==> src/rtl/wmem_pkg.sv <==
package wmem_pkg;

  // axi4-lite write side widths
  localparam int unsigned WMEM_ADDR_W = 32;
  localparam int unsigned WMEM_DATA_W = 64;
  localparam int unsigned WMEM_STRB_W = WMEM_DATA_W / 8;

  // one bank is one 16-bit lane, four lanes per group
  localparam int unsigned WMEM_LANE_W = 16;
  localparam int unsigned WMEM_LANES  = WMEM_DATA_W / WMEM_LANE_W;

  // row field, banks only look at the low log2(depth) bits
  localparam int unsigned WMEM_ROW_W = 16;

  // axi write response codes
  typedef enum logic [1:0] {
    RESP_OKAY   = 2'b00,
    RESP_SLVERR = 2'b10
  } wmem_resp_e;

  // write decoder fsm
  typedef enum logic {
    ST_IDLE,
    ST_RESP
  } wmem_dec_state_e;

  // master to slave, aw + w + b ready
  typedef struct packed {
    logic                   awvalid;
    logic [WMEM_ADDR_W-1:0] awaddr;
    logic                   wvalid;
    logic [WMEM_DATA_W-1:0] wdata;
    logic [WMEM_STRB_W-1:0] wstrb;
    logic                   bready;
  } wmem_axil_req_t;

  // slave to master
  typedef struct packed {
    logic       awready;
    logic       wready;
    logic       bvalid;
    wmem_resp_e bresp;
  } wmem_axil_rsp_t;

  // per bank write port, we is one bit per byte
  typedef struct packed {
    logic [WMEM_LANE_W/8-1:0] we;
    logic [WMEM_ROW_W-1:0]    row;
    logic [WMEM_LANE_W-1:0]   wdata;
  } wmem_bank_wr_t;

  // engine read port, addr is a byte address inside the bank
  typedef struct packed {
    logic                   req;
    logic [WMEM_LANE_W-1:0] addr;
  } wmem_rd_req_t;

  typedef struct packed {
    logic                   r_valid;
    logic [WMEM_LANE_W-1:0] rdata;
  } wmem_rd_rsp_t;

endpackage

==> src/rtl/wmem_axil_decode.sv <==
`timescale 1ns/1ps

module wmem_axil_decode #(
  parameter int unsigned BANK_DEPTH = 256,
  parameter int unsigned NB_BANKS   = 8
) (
  input  logic                      clk_b_i,
  input  logic                      rst_ni,
  input  wmem_pkg::wmem_axil_req_t  axil_req_i,
  output wmem_pkg::wmem_axil_rsp_t  axil_rsp_o,
  output wmem_pkg::wmem_bank_wr_t   bank_wr_o [NB_BANKS]
);

  // shorthands for the package constants
  localparam int unsigned LANES  = wmem_pkg::WMEM_LANES;
  localparam int unsigned LANE_W = wmem_pkg::WMEM_LANE_W;
  localparam int unsigned BE_W   = LANE_W / 8;
  localparam int unsigned ROW_W  = wmem_pkg::WMEM_ROW_W;

  // word index drops the 3 byte-offset bits of a 64-bit word
  localparam int unsigned WORD_W    = wmem_pkg::WMEM_ADDR_W - 3;
  localparam int unsigned NB_GROUPS = NB_BANKS / LANES;

  localparam logic [WORD_W-1:0] GROUPS_W = WORD_W'(NB_GROUPS);
  localparam logic [WORD_W-1:0] NB_WORDS = WORD_W'(BANK_DEPTH * NB_GROUPS);

  wmem_pkg::wmem_dec_state_e state_q;
  wmem_pkg::wmem_resp_e      resp_q;

  logic [WORD_W-1:0] word_idx;
  logic [WORD_W-1:0] grp_idx;
  logic [WORD_W-1:0] row_idx;
  logic              in_range;
  logic              hs;
  logic              wr_fire;

  // word interleave across groups
  assign word_idx = axil_req_i.awaddr[wmem_pkg::WMEM_ADDR_W-1:3];
  assign grp_idx  = word_idx % GROUPS_W;
  assign row_idx  = word_idx / GROUPS_W;
  assign in_range = (word_idx < NB_WORDS);

  // aw and w are joined, both must be present while idle
  assign hs      = (state_q == wmem_pkg::ST_IDLE) && axil_req_i.awvalid && axil_req_i.wvalid;
  assign wr_fire = hs && in_range;

  assign axil_rsp_o.awready = hs;
  assign axil_rsp_o.wready  = hs;
  // response straight from the registered state
  assign axil_rsp_o.bvalid  = (state_q == wmem_pkg::ST_RESP);
  assign axil_rsp_o.bresp   = resp_q;

  // lane split, bank 4*group+j takes lane j of the word
  always_comb
  begin
    for (int b = 0; b < NB_BANKS; b++)
    begin
      bank_wr_o[b].row   = row_idx[ROW_W-1:0];
      bank_wr_o[b].wdata = axil_req_i.wdata[LANE_W*(b%LANES) +: LANE_W];
      bank_wr_o[b].we    = '0;
      // only the selected group sees the strobes
      if (wr_fire && (grp_idx == WORD_W'(b / LANES)))
      begin
        bank_wr_o[b].we = axil_req_i.wstrb[BE_W*(b%LANES) +: BE_W];
      end
    end
  end

  // two state fsm, resp held until bready
  always_ff @(posedge clk_b_i)
  begin
    if (!rst_ni)
    begin
      state_q <= wmem_pkg::ST_IDLE;
    end
    else
    begin
      case (state_q)
        wmem_pkg::ST_IDLE:
        begin
          if (hs)
          begin
            state_q <= wmem_pkg::ST_RESP;
          end
        end
        wmem_pkg::ST_RESP:
        begin
          if (axil_req_i.bready)
          begin
            state_q <= wmem_pkg::ST_IDLE;
          end
        end
        default:
        begin
          state_q <= wmem_pkg::ST_IDLE;
        end
      endcase
    end
  end

  // response code latched at the handshake
  always_ff @(posedge clk_b_i)
  begin
    if (hs)
    begin
      resp_q <= in_range ? wmem_pkg::RESP_OKAY : wmem_pkg::RESP_SLVERR;
    end
  end

endmodule

==> config.mk <==
export PLATFORM = sky130hd
export DESIGN_NAME = wmem_axil_decode
export DESIGN_NICKNAME = d
export VERILOG_FILES = /design/src/rtl/wmem_pkg.sv /design/src/rtl/wmem_axil_decode.sv
export SDC_FILE = /design/constraint.sdc
export NUM_CORES = 1
export LEC_CHECK = 0
export BUFFER_PORTS_ARGS = -buffer_cell sky130_fd_sc_hd__buf_4
export CELL_PAD_IN_SITES_DETAIL_PLACEMENT = 1
export CELL_PAD_IN_SITES_GLOBAL_PLACEMENT = 1
export CORE_AREA = 4 4 147 149
export CTS_BUF_LIST = sky130_fd_sc_hd__clkbuf_2
export DETAILED_ROUTE_END_ITERATION = 8
export DIE_AREA = 0 0 151 153
export PLACE_DENSITY = 0.6
export SLEW_MARGIN = 20
export SYNTH_ARGS = -nofsm -noshare
export SYNTH_HDL_FRONTEND = slang
export SYNTH_SLANG_ARGS = --single-unit
==> constraint.sdc <==
create_clock -name clk_b_i -period 1.8 [get_ports clk_b_i]
set_input_delay 0.36 -clock clk_b_i [delete_from_list [all_inputs] [get_ports clk_b_i]]
set_output_delay 0.36 -clock clk_b_i [all_outputs]
set_load 0.01 [all_outputs]
==> flow_summary.json <==
{
  "status": "complete, but fails checks",
  "violations": "negative setup slack",
  "place_ws_ns": -0.207,
  "start_util": 0.118,
  "synthTopCellsByCount": "buf_4, nor4_2, nand2b_1, nand2_1, nor4_1",
  "r2r-end": "resp_q[1]$_DFFE_PP_",
  "ys_ff_latch": 2,
  "die_area_sq_um": 23100,
  "drtIter0Drc": 22,
  "path_max_fanout": 17,
  "cp_slowest_cell": "nor4_4",
  "multiInputGateArea_sq_um": 463,
  "worst_clock_skew_ns": 0.0115,
  "antenna-diode-count": 0,
  "clk_latency_ns": 0.21,
  "fin_util": 0.0947,
  "cts_hold_buf": 0,
  "ir_drop_v": 0.0000500,
  "cts-root-buf": "clkbuf_2",
  "power.total_uw": 473,
  "p_leak_uw": 0.000798,
  "cts_buffers": 3,
  "grt_usage": 0.0460,
  "fin_nets": 290,
  "drv_slew": 0,
  "fin_ws_ns": -0.0638,
  "syn_area_per_cell_sq_um": 7.67,
  "max_cap_violations": 0,
  "dpl.hpwl_microns": 5070,
  "setup-violations-final": 16,
  "first_global_vias": 1199,
  "hold_path.class": "primary input to flop",
  "crit_path_frequent_cell": "nor4_4",
  "area_growth_pct": -19.9,
  "busiest_layer": "met2",
  "grt_max_degree": 19,
  "met1_usage": 0.0398,
  "synth_largest_area_cell": "buf_4",
  "drc": 0,
  "wl_per_cell_microns": 13.7,
  "rsz0062_at_grt": "true",
  "worstHoldStart": "rst_ni",
  "seq_area_frac_synth": 0.0210,
  "yosys.cell_types.count": 17,
  "criticalPathCategory": "primary input to output pin",
  "io_buffers": 117,
  "cpPeakStageDelay_ns": 0.31,
  "whs_path_depth": 2,
  "drtPass1Iterations": 4,
  "max_clock_freq_mhz": 537,
  "r2r-start": "state_q$_SDFF_PN0_",
  "clock_path_buffers": 2,
  "yosys_warnings": 0,
  "wl_microns": 6160,
  "worstPathCellList": "buf_8 -> nor4_4 -> nand2_2 -> buf_12 -> nor4_4 -> buf_4",
  "end_kind": "output pin",
  "antenna_found_initial": 0,
  "synthesis.area_sq_um": 2390,
  "synthArstFlopShare": 0,
  "synth_edf_count": 1,
  "vias": 1145,
  "post-route-period-util": 1.04,
  "die_w_microns": 151,
  "worst_setup_path_start_kind": "primary input",
  "drive_gt1_frac": 0.861,
  "die_h_microns": 153,
  "postRouteAntennaNets": 0,
  "h-tree-depth": 1,
  "synthCells": 311,
  "powerDensity_nw_per_um2": 247,
  "yosysMostFrequentCell": "buf_4",
  "cts_tree": "done",
  "via_per_inst": 2.54,
  "holdWs_ns": 0.419,
  "synth_top_area_share": 0.821,
  "final_hold_viol_count": 0,
  "cp.required_ns": 1.44,
  "arrival_ns": 1.50,
  "overflow": 0,
  "grt_pass1_wl_microns": 7890,
  "gp_congestion": 0.541,
  "fin_crit_ns": 1.86,
  "rrSetupSlack_ns": 0.64,
  "synth_top_flop_cell": "edfxtp_1",
  "reg2reg_depth": 3,
  "core_sq_um": 20200,
  "regArea_sq_um": 50.0,
  "holdPathEnd": "state_q$_SDFF_PN0_",
  "ios": 386,
  "std_cell_rows": 52,
  "synth_nets": 420,
  "clkTransAtPathRegs_ns": 0.03,
  "use_met3": 0.0415,
  "ys_top_cells_by_area": "buf_4, nor4_2, nand2b_1",
  "use_met2": 0.0655,
  "n_fill_cell": 2440,
  "cts_num_sinks": 2
}
[where the power goes]
group | leakage, uW | total [uW] | switching (uW) | internal, uW
sequential | 0.0000166 | 51.5 | 1.57 | 49.9
clock | 0.0000166 | 91.8 | 33.5 | 58.3
combinational | 0.000765 | 329 | 154 | 175
total | 0.000798 | 473 | 189 | 284
[worst max-delay path by stage]
stage / from / to / depth (start not counted)
2_1_floorplan: axil_req_i[98] / bank_wr_o[100] / 4
3_3_place_gp: axil_req_i[98] / bank_wr_o[101] / 6
3_5_place_dp: axil_req_i[98] / bank_wr_o[67] / 6
4_1_cts: axil_req_i[98] / bank_wr_o[32] / 6
5_1_grt: axil_req_i[98] / bank_wr_o[67] / 6
6_report: axil_req_i[89] / bank_wr_o[32] / 6
[critical path, delay by kind of cell]
family,cells,cell delay (ns)
buffers and inverters,3,0.44
and+or+nand+nor,3,0.69
[cells in the final DEF, fill, tap and decap left out, drive strengths merged]
cell type	synthesis	routed
nand3	1	1
nand2b	9	9
conb	1	1
buf	263	129
nand3b	1	1
or2	1	1
inv	1	1
nand2	9	9
nor4	21	21
a21boi	1	1
clkbuf	1	4
edfxtp	1	1
dfxtp	1	1
[state kept, by name, indices dropped and copies added, names as in the netlist]
signal,count
state_q,1
resp_q,1
[final cells by class]
cell class | instances | share of cell area
Clock buffer | 4 | 0.0105
Multi-Input combinational cell | 44 | 0.242
Inverter | 1 | 0.00196
Timing Repair Buffer | 129 | 0.542
Sequential cell | 2 | 0.0262
Tap cell | 270 | 0.177
[logic make-up (layout without fill, tap and decap cells)]
kind of cell | count (synthesis) | count (layout) | share of synthesized area
AND/OR/NAND/NOR | 42 | 42 | 0.143
other | 1 | 1 | 0.00157
flip-flops | 2 | 2 | 0.0210
buffers and inverters | 265 | 134 | 0.831
AO/OA/AOI/OAI | 1 | 1 | 0.00315
[stage by stage]
step | TNS, ns | std cells | instance area [sq um]
after floorplan | 0 | 311 | 2390
after global placement | -2.90 | 445 | 1740
after detailed placement | -2.67 | 445 | 1740
after CTS | -1.40 | 450 | 1860
after global routing | -2.11 | 450 | 1910
final | -0.871 | 450 | 1910
[metal layers]
metal | wire length, microns | up-vias
met3 | 1390 | 59
met1 | 1680 | 462
met4 | 393 | 0
li1 | - | 452
met2 | 2690 | 172
met5 | 0 | -
[repair_timing]
item,4_1_cts,5_1_grt
pin swaps,1,2
resized for setup,14,8
setup endpoints to repair,16,16
setup buffers,1,0
(Power assumes the default switching activity.)
